`src/include/atom_decode_consts.svh`:
```
//////////////////////////////////////////////////////////////////////
// Constants of the RV32I decode stage: word width, major opcodes,
// immediate formats and datapath control codes. Include wherever
// these codes are compared or produced.
//////////////////////////////////////////////////////////////////////
`ifndef ATOM_DECODE_CONSTS_SVH
`define ATOM_DECODE_CONSTS_SVH

`define XLEN            32

// Major opcodes
`define OPC_LUI         7'b0110111
`define OPC_AUIPC       7'b0010111
`define OPC_JAL         7'b1101111
`define OPC_JALR        7'b1100111
`define OPC_BRANCH      7'b1100011
`define OPC_LOAD        7'b0000011
`define OPC_STORE       7'b0100011
`define OPC_OP_IMM      7'b0010011
`define OPC_OP          7'b0110011
`define OPC_SYSTEM      7'b1110011

// Immediate formats
`define IMM_I           3'd0
`define IMM_S           3'd1
`define IMM_B           3'd2
`define IMM_U           3'd3
`define IMM_J           3'd4

// ALU functions
`define ALU_ADD         3'd0
`define ALU_SUB         3'd1
`define ALU_XOR         3'd2
`define ALU_OR          3'd3
`define ALU_AND         3'd4
`define ALU_SLL         3'd5
`define ALU_SRL         3'd6
`define ALU_SRA         3'd7

// Comparisons where UN means unconditional
`define CMP_UN          3'd0
`define CMP_EQ          3'd1
`define CMP_NQ          3'd2
`define CMP_LT          3'd3
`define CMP_GE          3'd4
`define CMP_LTU         3'd5
`define CMP_GEU         3'd6

// Register file write-back sources
`define RF_SRC_IMM      3'd0
`define RF_SRC_PC4      3'd1
`define RF_SRC_ALU      3'd2
`define RF_SRC_CMP      3'd3
`define RF_SRC_MEM      3'd4

`endif
```
`src/rtl/atom_decode_pkg.sv`:
```
//////////////////////////////////////////////////////////////////////
// Types shared by the decode stage and its testbench: the instruction
// word with its R and I views, the control bundle, the immediate set
// and the registered output bundle.
//////////////////////////////////////////////////////////////////////
`default_nettype none

`include "atom_decode_consts.svh"

package atom_decode_pkg;

    typedef struct packed {
        logic [6:0]  func7;
        logic [4:0]  rs2;
        logic [4:0]  rs1;
        logic [2:0]  func3;
        logic [4:0]  rd;
        logic [6:0]  opcode;
    } instr_r_t;

    typedef struct packed {
        logic [11:0] imm12;
        logic [4:0]  rs1;
        logic [2:0]  func3;
        logic [4:0]  rd;
        logic [6:0]  opcode;
    } instr_i_t;

    // Same word, read as R or I format
    typedef union packed {
        instr_r_t r;
        instr_i_t i;
    } instr_u;

    typedef struct packed {
        logic        jump_en;
        logic [2:0]  cmp_type;
        logic        rf_we;
        logic [2:0]  rf_din_sel;
        logic        a_op_sel;     // 1: PC
        logic        b_op_sel;     // 1: immediate
        logic        cmp_b_op_sel; // 1: immediate
        logic [2:0]  alu_op;
        logic        mem_ls;
        logic        mem_we;
        logic [2:0]  imm_fmt;
        logic        illegal;
    } ctrl_t;

    // Controls as they leave the stage, format already applied
    typedef struct packed {
        logic        jump_en;
        logic [2:0]  cmp_type;
        logic        rf_we;
        logic [2:0]  rf_din_sel;
        logic        a_op_sel;
        logic        b_op_sel;
        logic        cmp_b_op_sel;
        logic [2:0]  alu_op;
        logic        mem_ls;
        logic        mem_we;
        logic        illegal;
    } exec_ctrl_t;

    typedef struct packed {
        logic [`XLEN-1:0] imm_i;
        logic [`XLEN-1:0] imm_s;
        logic [`XLEN-1:0] imm_b;
        logic [`XLEN-1:0] imm_u;
        logic [`XLEN-1:0] imm_j;
    } imm_set_t;

    typedef struct packed {
        exec_ctrl_t       ctrl;
        logic [`XLEN-1:0] imm;
        logic [4:0]       rd_sel;
        logic [4:0]       rs1_sel;
        logic [4:0]       rs2_sel;
        logic [2:0]       mem_width;
    } dec_out_t;

endpackage

`default_nettype wire

```
`src/rtl/decode_stage.sv`:
```
//////////////////////////////////////////////////////////////////////
// RV32I decode stage. Control decode and immediate build run side by
// side; the result is registered, one cycle after instr_valid_i.
//////////////////////////////////////////////////////////////////////
`timescale 1ns/10ps
`default_nettype none

`include "atom_decode_consts.svh"

module decode_stage
    import atom_decode_pkg::*;
(
    input  logic     clk_i,
    input  logic     reset_i,
    input  logic     instr_valid_i,
    input  instr_u   instr_i,
    output logic     dec_valid_o,
    output dec_out_t dec_o
);

    ctrl_t            ctrl;
    imm_set_t         imm_set;
    logic [`XLEN-1:0] imm_sel;
    dec_out_t         dec_d;
    dec_out_t         dec_q;
    logic             dec_valid_q;

    ctrl_decoder ctrl_decoder_i (
        .instr_i (instr_i),
        .ctrl_o  (ctrl)
    );

    imm_extractor imm_extractor_i (
        .instr_i (instr_i),
        .imm_o   (imm_set)
    );

    always_comb
    begin
        case (ctrl.imm_fmt)
            `IMM_I: imm_sel = imm_set.imm_i;
            `IMM_S: imm_sel = imm_set.imm_s;
            `IMM_B: imm_sel = imm_set.imm_b;
            `IMM_U: imm_sel = imm_set.imm_u;
            `IMM_J: imm_sel = imm_set.imm_j;
            default: imm_sel = '0;
        endcase
    end

    //////////////////////////////////////////////////////////////////
    // Output bundle
    //////////////////////////////////////////////////////////////////
    always_comb
    begin
        dec_d.ctrl.jump_en      = ctrl.jump_en;
        dec_d.ctrl.cmp_type     = ctrl.cmp_type;
        dec_d.ctrl.rf_we        = ctrl.rf_we;
        dec_d.ctrl.rf_din_sel   = ctrl.rf_din_sel;
        dec_d.ctrl.a_op_sel     = ctrl.a_op_sel;
        dec_d.ctrl.b_op_sel     = ctrl.b_op_sel;
        dec_d.ctrl.cmp_b_op_sel = ctrl.cmp_b_op_sel;
        dec_d.ctrl.alu_op       = ctrl.alu_op;
        dec_d.ctrl.mem_ls       = ctrl.mem_ls;
        dec_d.ctrl.mem_we       = ctrl.mem_we;
        dec_d.ctrl.illegal      = ctrl.illegal;
        dec_d.imm               = imm_sel;
        dec_d.rd_sel            = instr_i.r.rd;
        dec_d.rs1_sel           = instr_i.r.rs1;
        dec_d.rs2_sel           = instr_i.r.rs2;
        dec_d.mem_width         = instr_i.r.func3;
    end

    always_ff @(posedge clk_i)
    begin
        if (reset_i)
        begin
            dec_valid_q        <= 1'b0;
            dec_q.ctrl.jump_en <= 1'b0;    // Side effects off
            dec_q.ctrl.rf_we   <= 1'b0;
            dec_q.ctrl.mem_ls  <= 1'b0;
            dec_q.ctrl.mem_we  <= 1'b0;
        end
        else
        begin
            dec_valid_q <= instr_valid_i;
            if (instr_valid_i)
                dec_q <= dec_d;             // Holds on idle cycles
        end
    end

    assign dec_valid_o = dec_valid_q;
    assign dec_o       = dec_q;

    //////////////////////////////////////////////////////////////////
    // Checks
    //////////////////////////////////////////////////////////////////
    a_no_valid_after_reset: assert property (
        @(posedge clk_i) reset_i |=> !dec_valid_o
    ) else $error("dec_valid_o high after reset");

    a_no_load_store_clash: assert property (
        @(posedge clk_i) disable iff (reset_i)
        dec_valid_o |-> !(dec_o.ctrl.rf_we && dec_o.ctrl.mem_we)
    ) else $error("rf_we and mem_we both set");

endmodule

`default_nettype wire

```
`src/rtl/imm_extractor.sv`:
```
//////////////////////////////////////////////////////////////////////
// Builds all five RV32I immediates of one instruction in parallel.
// Combinational; the caller picks one by format.
//////////////////////////////////////////////////////////////////////
`timescale 1ns/10ps
`default_nettype none

`include "atom_decode_consts.svh"

module imm_extractor
    import atom_decode_pkg::*;
(
    input  instr_u   instr_i,
    output imm_set_t imm_o
);

    logic sign;

    assign sign = instr_i.r.func7[6];   // Always instr[31]

    assign imm_o.imm_i = {{(`XLEN-12){sign}}, instr_i.i.imm12};
    assign imm_o.imm_s = {{(`XLEN-12){sign}}, instr_i.r.func7, instr_i.r.rd};

    // imm[12|10:5] in func7, imm[4:1|11] in rd
    assign imm_o.imm_b = {{(`XLEN-12){sign}}, instr_i.r.rd[0], instr_i.r.func7[5:0],
                          instr_i.r.rd[4:1], 1'b0};

    assign imm_o.imm_u = {instr_i.r.func7, instr_i.r.rs2, instr_i.r.rs1,
                          instr_i.r.func3, 12'b0};

    // imm[20|10:1|11|19:12]
    assign imm_o.imm_j = {{(`XLEN-20){sign}}, instr_i.r.rs1, instr_i.r.func3,
                          instr_i.r.rs2[0], instr_i.r.func7[5:0], instr_i.r.rs2[4:1], 1'b0};

endmodule

`default_nettype wire

```
`src/rtl/ctrl_decoder.sv`:
```
//////////////////////////////////////////////////////////////////////
// RV32I control decoder. Purely combinational; maps opcode, func3
// and func7 to the datapath controls, the immediate format and the
// illegal flag.
//////////////////////////////////////////////////////////////////////
`timescale 1ns/10ps
`default_nettype none

`include "atom_decode_consts.svh"

module ctrl_decoder
    import atom_decode_pkg::*;
(
    input  instr_u instr_i,
    output ctrl_t  ctrl_o
);

    logic [6:0] opc;
    logic [2:0] f3;
    logic [6:0] f7;
    logic       is_op;
    logic       f7_zero;
    logic       f7_alt;
    logic       f7_ok;
    logic [2:0] alu_fn;

    assign opc     = instr_i.r.opcode;
    assign f3      = instr_i.r.func3;
    assign f7      = instr_i.r.func7;
    assign is_op   = (opc == `OPC_OP);
    assign f7_zero = (f7 == 7'b0000000);
    assign f7_alt  = (f7 == 7'b0100000);

    // func7 check and ALU function shared by OP-IMM and OP
    always_comb
    begin
        case (f3)
            3'b000: f7_ok = !is_op || f7_zero || f7_alt;
            3'b001: f7_ok = f7_zero;             // SLL(I)
            3'b101: f7_ok = f7_zero || f7_alt;   // SRL(I) / SRA(I)
            default: f7_ok = !is_op || f7_zero;
        endcase

        case (f3)
            3'b000: alu_fn = (is_op && f7_alt) ? `ALU_SUB : `ALU_ADD;
            3'b001: alu_fn = `ALU_SLL;
            3'b100: alu_fn = `ALU_XOR;
            3'b101: alu_fn = f7_alt ? `ALU_SRA : `ALU_SRL;
            3'b110: alu_fn = `ALU_OR;
            3'b111: alu_fn = `ALU_AND;
            default: alu_fn = `ALU_ADD;
        endcase
    end

    always_comb
    begin
        ctrl_o          = '0;
        ctrl_o.cmp_type = `CMP_UN;
        ctrl_o.alu_op   = `ALU_ADD;
        ctrl_o.imm_fmt  = `IMM_U;

        case (opc)
            `OPC_LUI:
            begin
                ctrl_o.rf_we      = 1'b1;
                ctrl_o.rf_din_sel = `RF_SRC_IMM;
            end

            `OPC_AUIPC:
            begin
                ctrl_o.rf_we      = 1'b1;
                ctrl_o.rf_din_sel = `RF_SRC_ALU;
                ctrl_o.a_op_sel   = 1'b1;
                ctrl_o.b_op_sel   = 1'b1;
            end

            `OPC_JAL:
            begin
                ctrl_o.jump_en    = 1'b1;
                ctrl_o.rf_we      = 1'b1;
                ctrl_o.rf_din_sel = `RF_SRC_PC4;
                ctrl_o.a_op_sel   = 1'b1;
                ctrl_o.b_op_sel   = 1'b1;
                ctrl_o.imm_fmt    = `IMM_J;
            end

            `OPC_JALR:
            begin
                if (f3 == 3'b000)
                begin
                    ctrl_o.jump_en    = 1'b1;
                    ctrl_o.rf_we      = 1'b1;
                    ctrl_o.rf_din_sel = `RF_SRC_PC4;
                    ctrl_o.b_op_sel   = 1'b1;  // rs1 + imm
                    ctrl_o.imm_fmt    = `IMM_I;
                end
                else
                    ctrl_o.illegal = 1'b1;
            end

            `OPC_BRANCH:
            begin
                if (f3[2:1] == 2'b01)
                    ctrl_o.illegal = 1'b1;
                else
                begin
                    ctrl_o.jump_en  = 1'b1;
                    ctrl_o.a_op_sel = 1'b1;    // Target is PC + imm
                    ctrl_o.b_op_sel = 1'b1;
                    ctrl_o.imm_fmt  = `IMM_B;
                    case (f3)
                        3'b000: ctrl_o.cmp_type = `CMP_EQ;
                        3'b001: ctrl_o.cmp_type = `CMP_NQ;
                        3'b100: ctrl_o.cmp_type = `CMP_LT;
                        3'b101: ctrl_o.cmp_type = `CMP_GE;
                        3'b110: ctrl_o.cmp_type = `CMP_LTU;
                        default: ctrl_o.cmp_type = `CMP_GEU;
                    endcase
                end
            end

            // Bad width still flags illegal but keeps the load controls
            `OPC_LOAD:
            begin
                ctrl_o.rf_we      = 1'b1;
                ctrl_o.rf_din_sel = `RF_SRC_MEM;
                ctrl_o.b_op_sel   = 1'b1;
                ctrl_o.mem_ls     = 1'b1;
                ctrl_o.imm_fmt    = `IMM_I;
                ctrl_o.illegal    = (f3 == 3'b011) || (f3[2:1] == 2'b11);
            end

            `OPC_STORE:
            begin
                ctrl_o.b_op_sel = 1'b1;
                ctrl_o.mem_ls   = 1'b1;
                ctrl_o.mem_we   = 1'b1;
                ctrl_o.imm_fmt  = `IMM_S;
                ctrl_o.illegal  = (f3 > 3'b010);
            end

            `OPC_OP_IMM, `OPC_OP:
            begin
                if (!f7_ok)
                    ctrl_o.illegal = 1'b1;
                else
                begin
                    ctrl_o.rf_we    = 1'b1;
                    ctrl_o.b_op_sel = !is_op;
                    if (!is_op)
                        ctrl_o.imm_fmt = `IMM_I;

                    if (f3[2:1] == 2'b01)      // SLT(I)(U)
                    begin
                        ctrl_o.rf_din_sel   = `RF_SRC_CMP;
                        ctrl_o.cmp_type     = f3[0] ? `CMP_LTU : `CMP_LT;
                        ctrl_o.cmp_b_op_sel = !is_op;
                    end
                    else
                    begin
                        ctrl_o.rf_din_sel = `RF_SRC_ALU;
                        ctrl_o.alu_op     = alu_fn;
                    end
                end
            end

            `OPC_SYSTEM: ctrl_o.illegal = 1'b1;  // No traps or CSRs here

            default: ctrl_o.illegal = 1'b1;
        endcase
    end

    always_comb
    begin
        assert (!ctrl_o.mem_we || ctrl_o.mem_ls)
            else $error("mem_we set without mem_ls");
    end

endmodule

`default_nettype wire

```
`config.mk`:
```
export PLATFORM = sky130hd
export DESIGN_NAME = decode_stage
export DESIGN_NICKNAME = d
export VERILOG_FILES = /design/src/rtl/atom_decode_pkg.sv /design/src/rtl/decode_stage.sv /design/src/rtl/imm_extractor.sv /design/src/rtl/ctrl_decoder.sv
export VERILOG_INCLUDE_DIRS = /design/src /design/src/include
export SDC_FILE = /design/constraint.sdc
export NUM_CORES = 1
export LEC_CHECK = 0
export ABC_AREA = 1
export BUFFER_PORTS_ARGS = -buffer_cell sky130_fd_sc_hd__buf_2
export CAP_MARGIN = 20
export CORE_ASPECT_RATIO = 1.2
export CORE_UTILIZATION = 40
export CTS_CLUSTER_DIAMETER = 120
export DETAILED_ROUTE_END_ITERATION = 8
export PLACE_DENSITY_LB_ADDON = 0.2
export SLEW_MARGIN = 20
export SYNTH_ARGS = -nofsm -noshare
export SYNTH_HDL_FRONTEND = slang
export SYNTH_SLANG_ARGS = --single-unit
```
`constraint.sdc`:
```
create_clock -name clk_i -period 7.6 [get_ports clk_i]
set_input_delay 0 -clock clk_i [delete_from_list [all_inputs] [get_ports clk_i]]
set_output_delay 0 -clock clk_i [all_outputs]
set_load 0.1 [all_outputs]
```
[Yosys cells after proc, flatten, opt, wreduce, memory -nomap -nowiden]
Cells that the tools add are included.
Storage, ports and cells
  bits in registers: 68
  input bits: 35
  output and inout port bits: 68
  logic and storage cells: 92
Cells by class
  order comparisons: 1
  eq/ne operators: 22
  muxes and demuxes: 32
  bitwise operators: 3
  reductions and logical operators: 17
Operator list (count)
  $pmux 32 s5: 1
  $pmux 3 s6: 2
  $eq 7x6->1 const B: 4
  $pmux 4 s6: 1
  $eq 7x7->1 const B: 3
  $eq 3x3->1 const B: 5
  $pmux 3 s5: 1
  $eq 7x5->1 const B: 2
  $mux 3: 4
  $mux 1: 10
  $eq 3x2->1 const B: 3
  $mux 4: 2
  $eq 7x2->1 const B: 1
  $logic_not 7->1: 1
  $mux 7: 1
  $eq 3x1->1 const B: 2
  $logic_not 3->1: 2
  $mux 2: 3
  $pmux 1 s3: 2
  $pmux 1 s6: 1
  $pmux 3 s2: 1
  $reduce_or 2->1: 3
  $reduce_or 3->1: 2
  $mux 5: 1
  12 further kinds: 17

[Logic depth before layout (Yosys ltp)]
Gate-level depths: netlist of the first run.
  word-level depth: 9
  depth in mapped cells: 14
  mapped depth without buffers: 13

[Hierarchy]
From an unflattened synthesis of the first run, not the netlist that was laid out.
Unflattened totals
  cells, all modules: 727
  area, all modules: 5545.3 um^2
Modules (own cells, without submodules)
  decode_stage: times used 1, cells an instance 451, area each 3782.4 um^2, sequential area each 1991.9 um^2
  imm_extractor: times used 1, cells an instance 161, area each 1204.9 um^2, sequential area each 0.0 um^2
  ctrl_decoder: times used 1, cells an instance 115, area each 558.0 um^2, sequential area each 0.0 um^2

[Least setup slack after synthesis of the first run]
OpenSTA, ideal clock, no wires.
  kind: in2reg
  start point: input instr_valid_i
  end point: register dec_q, in the netlist dec_o[0], enable pin
  setup time: 0.485 ns
  arrival time: 2.701 ns
  required time: 7.115 ns
  path slack: 4.413 ns
  cell stages on the path: 2
  buffers on the path: 0
  cells stage by stage: inv_1 -> nor2_1
Between the ends
  longest elaborated chain between the ends: 1
Ends and longest elaborated chain
  start, declared: RTL line decode_stage.sv:15  | input logic instr_valid_i,
  $reduce_and 2->1 (no line)
  end, declared: RTL line decode_stage.sv:25  | dec_out_t dec_q;
No other way between the ends.
A chain may end at the register's enable or synchronous reset.

[Final worst setup path of the first run]
  start point: input instr_i[14] (netlist bit)
  end point: register dec_q, in the netlist dec_o[62]
Between the ends
  longest elaborated chain between the ends: 4
  elaborated cells on any way between the ends: 7
  those cells by class: 2 x eq/ne; 4 x mux; 1 x reduce/logical
Ends and longest elaborated chain
  start, declared: RTL line decode_stage.sv:16  | input instr_u instr_i,
  $eq 3x3->1 (tied with other cells): RTL line ctrl_decoder.sv:37  | case (f3)
  $pmux 1 s3: RTL line ctrl_decoder.sv:37
  $mux 7: RTL line ctrl_decoder.sv:144  | if (!f7_ok)
  $pmux 4 s6 (*): RTL line ctrl_decoder.sv:62  | case (opc)
Mark *: on every way between the ends. The rest lies on a longest branch, timed or not.

==> results of run 1 <==
cell usage after synthesis, drive strengths merged:
cell,n,area share
a21oi,7,0.012
a31oi,3,0.0063
buf,4,0.012
clkbuf,1,0.0013
dfxtp,5,0.034
edfxtp,63,0.63
inv,27,0.034
nand2,77,0.11
nand3,31,0.072
nand4,4,0.0084
nor2,33,0.052
nor3,2,0.0034
o2111ai,1,0.0029
o21ai,10,0.017
o22ai,1,0.0021
o32ai,2,0.0059
through the flow:
stage	utilization	worst slack (ns)	area [um^2]
floorplan	-	4.41	2990
global placement	0.496	5.98	3590
detailed placement	0.496	5.89	3590
CTS	0.570	5.58	4120
global route	0.570	5.38	4120
finish	0.570	5.51	4120
area by class of cell:
type / count / area, um^2 / area share
Clock inverter: 7 / 121 / 0.0294
Tap cell: 90 / 113 / 0.0273
Timing Repair Buffer: 132 / 808 / 0.196
Inverter: 27 / 101 / 0.0246
Clock buffer: 9 / 124 / 0.0301
Multi-Input combinational cell: 171 / 862 / 0.209
Sequential cell: 68 / 1990 / 0.483
worst register-to-register path, stage by stage, from the launching register on:
cell,delay (ns)
dfxtp_1,0.34
nand2_1,0.05
a21oi_1,0.13
dlygate4sd3_1,0.56
power by group through the flow:
stage / combinational [mW] / clock (mW) / sequential (mW)
floorplan: 0.0290 / 0 / 0.618
global route: 0.261 / 0.388 / 0.442
finish: 0.252 / 0.365 / 0.440
CTS: 0.252 / 0.369 / 0.440
detailed placement: 0.241 / 0 / 0.448
global placement: 0.240 / 0 / 0.448
sequential cells by signal, summed over array words and instances, names as in the netlist:
name and count:
dec_o 67, dec_valid_o 1
cells by family (layout without fill, tap and decap cells):
| logic type | count (synthesis) | after routing | share of synthesized area |
|---|---|---|---|
| buf+inv | 32 | 175 | 0.0469 |
| compound gates | 24 | 24 | 0.0457 |
| flops | 68 | 68 | 0.667 |
| simple gates | 147 | 147 | 0.240 |
routing by layer:
metal	vias up	GRT usage
met5	-	0
met3	10	0.0528
met4	0	0.0701
met1	1111	0.234
met2	105	0.286
li1	1205	-
final timing paths:
kind | endpoint | cells past startpoint
max | dec_o[62]$_SDFFE_PP0P_ | 10
min | dec_o[52]$_SDFFE_PP0P_ | 4
max reg2reg | dec_o[62]$_SDFFE_PP0P_ | 3
min reg2reg | dec_o[52]$_SDFFE_PP0P_ | 2
repair_timing:
action	in CTS	in global routing
hold buffers	29	0
hold endpoints to repair	50	0
endpoints found under the setup margin	0	0
buffers inserted	0	0
==> metrics.yaml, run 1 <==
route:
  avgRoutedWirePerCell_um: 13.7
  drt_first_pass_iters: 5
  drt_iter0_drc: 160
  drcViolationCount: 0
  topRoutingLayerUsed: "met4"
  routed_via_density: 4.82
  wl_um: 6880
  wl_met3_um: 496
  wl_met1_um: 2980
  vias: 2431
  ant_nets: 0
  wl_met2_um: 3310
logic_synthesis:
  ys_seq_area_frac: 0.667
  synth-seq-cells: 68
  syn_area_per_cell_um2: 11.0
  synth_warnings: 0
  netlist_instances: 271
  synth.distinct_cells: 25
  synth_nets: 306
  netlist_area_mm2: 0.00299
critical_path:
  reg2reg_from: "dec_o[62]$_SDFFE_PP0P_"
  ff2ff_setup_slack_ns: 6.48
  end_kind: "flip-flop"
  crit_type: "in2reg"
  crit_path_max_fanout: 7
  critPathTopFamily: "buffers and inverters"
  critPathRequiredTime_ns: 7.84
  crit_buf_inv: 5
  max_stage_delay_ns: 0.56
  crit_path_cell_trace: "dlygate4sd3_1, buf_2, inv_2, nand2_2, inv_1, o21ai_0, nand3_1, o21ai_0, a21oi_1, dlygate4sd3_1"
  cp.arrival_ns: 2.34
  cp-startpoint: "instr_i[14]"
  cpMaxStageDelayCell: "dlygate4sd3_1"
  cp-start-kind: "input pin"
sta:
  hold_violations: 0
  setup-violations-final: 0
  fin_crit_ns: 2.09
  rsz0062_at_grt: "no"
  relSlewSlack: 0.481
  worst_pin_slew_ns: 0.779
  slew_viol_final: 0
  max_freq_ghz: 0.478
  period_share: 0.275
  whs_ns: 0.0338
  fin_skew_ns: 0
  tns_ns: 0
layout:
  fillers: 631
  syn_to_final_growth_pct: 38.0
  drive_above_1_share: 0.372
  final_cell_mix: "102 x buf_2, 69 x nand2_1, 63 x edfxtp_1"
  n_antenna_cell: 0
  final_common_cell: "buf_2"
  fin_cells: 504
  nets: 444
global_routing:
  grt_pass1_vias: 2236
  grt-ovfl-total: 0
  grt_first_pass_wirelength_um: 10500
  antenna_found_initial: 0
  globalRouteTotalUtil: 0.182
  grt_max_degree: 64
floorplanning:
  rows: 34
  die_x_um: 80.9
  die_area_mm2: 0.00782
  initial_core_util: 0.413
  ios: 103
  fp.dieH_um: 96.7
  core_area_mm2: 0.00723
clock_network:
  cts_buffers: 9
  clock_sinks: 68
  clockBufferDepth: 2
  cts_tree: "built"
  h-tree-depth: 3
  clk_pin_slew_ns: 0.08
  cts_root_buf: "clkbuf_8"
  ctsResizeCount: 0
  clkLatencyLatePin_ns: 0.34
power_and_ir_drop:
  p_leak_nw: 1.86
  power_density_mw_per_mm2: 256
  swShare: 0.342
  p_sw_mw: 0.362
  internal-power_mw: 0.694
  pwr-share-comb: 0.238
  power.total_mw: 1.06
  seq_power_share: 0.416
  peakVddDrop_mv: 0.200
  clkPwrFrac: 0.345
hold_path:
  min-delay-start: "instr_i[6]"
  hp-class: "in2reg"
placement:
  dp_hpwl_um: 4740
  placed_cells: 459
  portBuffers: 102
  routabilityCongestion: 0.934
run:
  drv_cap: 0
outcome:
  status: "completed"
Note: power is estimated with default switching activity, not from simulation.
==> run 2, diff against run 1 <==
Clock period 7.6 ns to 1.7 ns, I/O delays scaled along.
==> run 2 against run 1 <==
Effect of this change: setup slack lost 5.3 ns; cell count grew 1.2%; first-iteration DRC count down 1.9%; sequential power rose to 4.5 times the previous value; power grew to 4.0 times the previous value; routed wire length is 1.6% higher; combinational power rose to 4.5 times the previous value; design area decreased by 0.55%; register-to-register slack worse by 5.4 ns; critical path depth unchanged; critical path type unchanged; critical endpoint is now dec_o[31]$_DFFE_PP_.
==> metrics.yaml, run 2 (same netlist as run 1, synthesis figures left out) <==
outcome:
  status: "completed"
floorplanning:
  initial_core_util: 0.413  # unchanged
  rows: 34  # unchanged
  ios: 103  # unchanged
  die_x_um: 80.9  # unchanged
  fp.dieH_um: 96.7  # unchanged
  core_area_mm2: 0.00723  # unchanged
  die_area_mm2: 0.00782  # unchanged
sta:
  slew_viol_final: 0  # unchanged
  rsz0062_at_grt: "no"
  fin_crit_ns: 1.53
  period_share: 0.902
  worst_pin_slew_ns: 0.504  # -0.275 ns
  relSlewSlack: 0.666  # +0.186
  tns_ns: 0  # unchanged
  fin_skew_ns: 0  # unchanged
  max_freq_ghz: 0.652
  hold_violations: 0  # unchanged
  layout_setup_ws_ns: 0.167  # -5.34 ns
  whs_ns: 0.0338  # +0.0000224 ns
  setup-violations-final: 0  # unchanged
critical_path:
  crit_buf_inv: 2  # -3
  cp-start-kind: "input pin"
  critPathRequiredTime_ns: 1.78  # -6.06 ns
  max_stage_delay_ns: 0.53  # -0.03 ns
  cpMaxStageDelayCell: "dlygate4sd3_1"
  crit_path_cell_trace: "dlygate4sd3_1, buf_2, nand3_1, nand2_1, nand3_1, nand3_2, nand2_2, nand2_1, nand2_1, nand3_1"
  ff2ff_setup_slack_ns: 1.04  # -5.44 ns
  cp-startpoint: "instr_i[30]"
  reg2reg_to: "dec_o[51]$_SDFFE_PP0P_"
  end_kind: "flip-flop"
  critPathTopFamily: "simple AND/OR/NAND/NOR gates"
  path_depth: 10  # unchanged
  cp.arrival_ns: 1.61  # -0.73 ns
  crit_type: "in2reg"
  reg2reg_from: "dec_o[51]$_SDFFE_PP0P_"
  rr_worst_depth: 2  # -1
  crit_path_max_fanout: 8  # +1
  endpoint: "dec_o[31]$_DFFE_PP_"
layout:
  fillers: 667  # +5.7%
  drive_above_1_share: 0.379  # +0.00659
  design_area_mm2: 0.00410  # -0.55%
  final_cell_mix: "102 x buf_2, 69 x nand2_1, 63 x edfxtp_1"
  nets: 451  # +1.6%
  final_util: 0.567  # -0.00311
  syn_to_final_growth_pct: 37.2
  final_common_cell: "buf_2"
  largest_reg_flops: 67  # unchanged
  n_antenna_cell: 0  # unchanged
clock_network:
  post_cts_buffers: 0  # unchanged
  clock_sinks: 68  # unchanged
  cts_buffers: 9  # unchanged
  h-tree-depth: 3  # unchanged
  ctsResizeCount: 0  # unchanged
  clockBufferDepth: 2  # unchanged
  cts_tree: "built"
  clk_pin_slew_ns: 0.07  # about the same
  clkLatencyLatePin_ns: 0.34  # about the same
  hold_buffers: 29  # unchanged
  cts_root_buf: "clkbuf_8"
power_and_ir_drop:
  swShare: 0.370  # +0.0277
  power_density_mw_per_mm2: 1020  # +300%
  p_leak_nw: 1.85  # -0.72%
  internal-power_mw: 2.64  # +280%
  clkPwrFrac: 0.261  # -0.084
  pwr-share-comb: 0.270  # +0.032
  p_sw_mw: 1.55  # +330%
  peakVddDrop_mv: 0.490  # +140%
  seq_power_share: 0.469  # +0.053
global_routing:
  grt_max_degree: 64  # unchanged
  grt_first_pass_wirelength_um: 11000  # +4.3%
  grt_pass1_vias: 2353  # +5.2%
  globalRouteTotalUtil: 0.190  # +0.00785
  antenna_found_initial: 0  # unchanged
  grt-ovfl-total: 0  # unchanged
hold_path:
  hp-class: "in2reg"
placement:
  dpl-instance-area_mm2: 0.00365  # +1.8%
  dp_hpwl_um: 4870  # +2.6%
  routabilityCongestion: 0.914  # -2.2%
  pre_cts_ws_ns: 0.0148  # -5.87 ns
  portBuffers: 102  # unchanged
route:
  vias: 2457  # +1.1%
  wl_met3_um: 498  # +0.40%
  drcViolationCount: 0  # unchanged
  wl_met2_um: 3460  # +4.3%
  drt_iter0_drc: 157  # -1.9%
  avgRoutedWirePerCell_um: 13.7  # +0.39%
  topRoutingLayerUsed: "met4"
  ant_nets: 0  # unchanged
  drt_first_pass_iters: 4  # -1
  wl_um: 6990  # +1.6%
  routed_via_density: 4.82  # -0.12%
  wl_met1_um: 2880  # -3.4%
run:
  drv_cap: 0  # unchanged
## run 2: routing by layer
layer	vias up	GRT usage
met5	-	0
met4	0	0.0742
met3	14	0.0566
met2	97	0.318
met1	1125	0.224
li1	1221	-
## run 2: worst reg2reg max path: cells and delay by family, from the launching register on
| family | cells | cell delay, ns |
|---|---|---|
| DFF | 1 | 0.32 |
| AOI/OAI and AO/OA | 2 | 0.23 |
## run 2: final cells by class
type                       count  area [um^2]  share of cell area
multi-input combinational    171          862               0.210
inverter                      27          101              0.0247
timing repair buffer         139          873               0.213
tap                           90          113              0.0275
clock inverter                 5         30.0             0.00733
sequential                    68         1990               0.486
clock buffer                  10          128              0.0311
## run 2: through the flow
stage,instances,total power [mW]
CTS,510,4.25
detailed placement,466,3.09
global placement,466,3.08
finish,510,4.19
global route,510,4.35
floorplan,271,2.89
## run 2: power groups by stage
stage	clock network, mW	registers, mW	logic (mW)
floorplan	0	2.76	0.131
global placement	0	2.00	1.08
detailed placement	0	2.00	1.08
CTS	1.14	1.97	1.14
global route	1.19	1.98	1.18
finish	1.09	1.97	1.13
## run 2: how the worst min path moves through the flow
stage | slack [ns] | from | endpoint | depth (start not counted)
after global routing | 0.02 | instr_i[25] | dec_o[23]$_DFFE_PP_ | 3
after global placement | 0.20 | instr_i[15] | dec_o[8]$_DFFE_PP_ | 1
after detailed placement | 0.20 | instr_i[9] | dec_o[15]$_DFFE_PP_ | 1
after CTS | 0.006 | instr_i[25] | dec_o[23]$_DFFE_PP_ | 3
after floorplan | 0.07 | reset_i | dec_o[62]$_SDFFE_PP0P_ | 1
final | 0.03 | instr_i[25] | dec_o[23]$_DFFE_PP_ | 3
==> run 3, diff against run 2 <==
Clock period 1.7 ns to 1.55 ns, I/O delays scaled along.
==> run 3 against run 2 <==
Effect of this change: clock power increased by 9%; cell count increased by 2.0%; flip-flop and latch count unchanged; design area increased by 2.1%; count of clock-buffer cells in the layout decreased by 1; utilization increased by 1.2 points; via count decreased by 0.16%; clock skew unchanged; critical endpoint is now dec_o[45]$_DFFE_PP_.
==> metrics.yaml, run 3 (same netlist as run 1, synthesis figures left out) <==
outcome:
  status: "completed"
layout:
  n_antenna_cell: 0  # unchanged
  final_cell_mix: "102 x buf_2, 68 x nand2_1, 63 x edfxtp_1"
  largest_reg_flops: 67  # unchanged
  final_util: 0.579  # +0.0119
  syn_to_final_growth_pct: 40.1
  regArea_mm2: 0.00199  # unchanged
  nets: 461  # +2.2%
  multi_input_area_um2: 865  # +0.29%
  final_common_cell: "buf_2"
  fillers: 648  # -2.8%
  drive_above_1_share: 0.407  # +0.0284
  design_area_mm2: 0.00419  # +2.1%
sta:
  slew_viol_final: 0  # unchanged
  relSlewSlack: 0.668  # +0.00171
  worst_pin_slew_ns: 0.501  # -0.00258 ns
  setup-violations-final: 0  # unchanged
  hold_violations: 0  # unchanged
  rsz0062_at_grt: "yes"
  period_share: 0.928
  max_freq_ghz: 0.695
  fin_crit_ns: 1.44
  fin_skew_ns: 0  # unchanged
floorplanning:
  fp.dieH_um: 96.7  # unchanged
  initial_core_util: 0.413  # unchanged
  rows: 34  # unchanged
  die_area_mm2: 0.00782  # unchanged
  ios: 103  # unchanged
  core_area_mm2: 0.00723  # unchanged
  die_x_um: 80.9  # unchanged
global_routing:
  grt_pass1_vias: 2415  # +2.6%
  globalRouteTotalUtil: 0.188  # -0.00148
  grt-ovfl-total: 0  # unchanged
  antenna_found_initial: 0  # unchanged
  grt_first_pass_wirelength_um: 11100  # +1.4%
  grt_max_degree: 64  # unchanged
critical_path:
  crit_type: "in2reg"
  rr_worst_depth: 2  # unchanged
  cp-startpoint: "instr_i[30]"
  end_kind: "flip-flop"
  cp-start-kind: "input pin"
  reg2reg_from: "dec_o[66]$_SDFFE_PP0P_"
  cp.arrival_ns: 1.52  # -0.09 ns
  crit_path_max_fanout: 17  # +9
  critPathRequiredTime_ns: 1.63  # -0.15 ns
placement:
  dp_hpwl_um: 4910  # +0.90%
  portBuffers: 102  # unchanged
  routabilityCongestion: 0.980  # +7.2%
  dpl-instance-area_mm2: 0.00380  # +4.0%
route:
  drt_first_pass_iters: 4  # unchanged
  vias: 2453  # -0.16%
  avgRoutedWirePerCell_um: 13.3  # -3.0%
  wl_um: 6910  # -1.1%
  routed_via_density: 4.72  # -2.1%
  ant_nets: 0  # unchanged
  drcViolationCount: 0  # unchanged
  drt_iter0_drc: 98  # -38%
clock_network:
  post_cts_buffers: 0  # unchanged
  clockBufferDepth: 2  # unchanged
  clkLatencyLatePin_ns: 0.33  # about the same
  cts_buffers: 9  # unchanged
  cts_root_buf: "clkbuf_8"
  clk_pin_slew_ns: 0.07  # about the same
  h-tree-depth: 3  # unchanged
  clock_sinks: 68  # unchanged
  cts_tree: "built"
power_and_ir_drop:
  power_density_mw_per_mm2: 1100  # +7.5%
  power.total_mw: 4.60  # +9.8%
  peakVddDrop_mv: 0.594  # +21%
  p_leak_nw: 1.92  # +3.5%
hold_path:
  hp-class: "in2reg"
  hold_depth: 2  # -1
  min-delay-start: "instr_i[13]"
run:
  drv_cap: 0  # unchanged
==> run 3: metal layers <==
metal  GRT usage  share of wire
met3      0.0509          0.060
met2       0.292           0.49
met5           0              0
met1       0.240           0.42
met4      0.0920          0.025
==> run 3: final timing paths <==
| check | slack [ns] | endpoint |
|---|---|---|
| worst max register to register | 0.88 | dec_o[66]$_SDFFE_PP0P_ |
| worst min register to register | 0.48 | dec_o[62]$_SDFFE_PP0P_ |
| worst min-delay path | 0.03 | dec_o[1]$_DFFE_PP_ |
| worst max-delay path | 0.11 | dec_o[45]$_DFFE_PP_ |
==> run 3: per-stage QoR <==
| stage | hold WS (ns) | TNS (ns) | cells | worst slack, ns |
|---|---|---|---|---|
| after floorplan | 0.0691 | 0 | 271 | 0.144 |
| after global placement | 0.198 | -0.0740 | 482 | -0.0234 |
| after detailed placement | 0.199 | -0.299 | 482 | -0.0536 |
| after CTS | 0.00897 | 0 | 520 | 0.0395 |
| after global routing | 0.0209 | -0.0716 | 520 | -0.0264 |
| final | 0.0253 | 0 | 520 | 0.111 |
==> run 3: repair_timing <==
action	in CTS	in global routing
endpoints found under the setup margin	0	9
endpoints found under the hold margin	40	0
hold buffers	23	0
gates resized for setup	0	1
==> run 3: report_power, final <==
group	leakage [nW]	internal, mW	switching [mW]
registers	0.603	2.13	0.0269
logic	1.24	0.217	1.04
clock network	0.0760	0.554	0.639
total	1.92	2.90	1.70
==> run 3: critical path, stage by stage <==
cell	delay [ns]
dlygate4sd3_1	0.53
buf_2	0.15
nand3_1	0.08
nand2_1	0.08
nand3_1	0.14
nand3_2	0.13
nand2_2	0.11
inv_2	0.13
nand2_1	0.12
nand3_2	0.05
==> run 3: final cells by class <==
type                       instances  area share
inverter                          27      0.0242
multi-input combinational        171       0.207
tap                               90      0.0269
clock inverter                     6     0.00777
sequential                        68       0.476
clock buffer                       9      0.0296
timing repair buffer             149       0.229
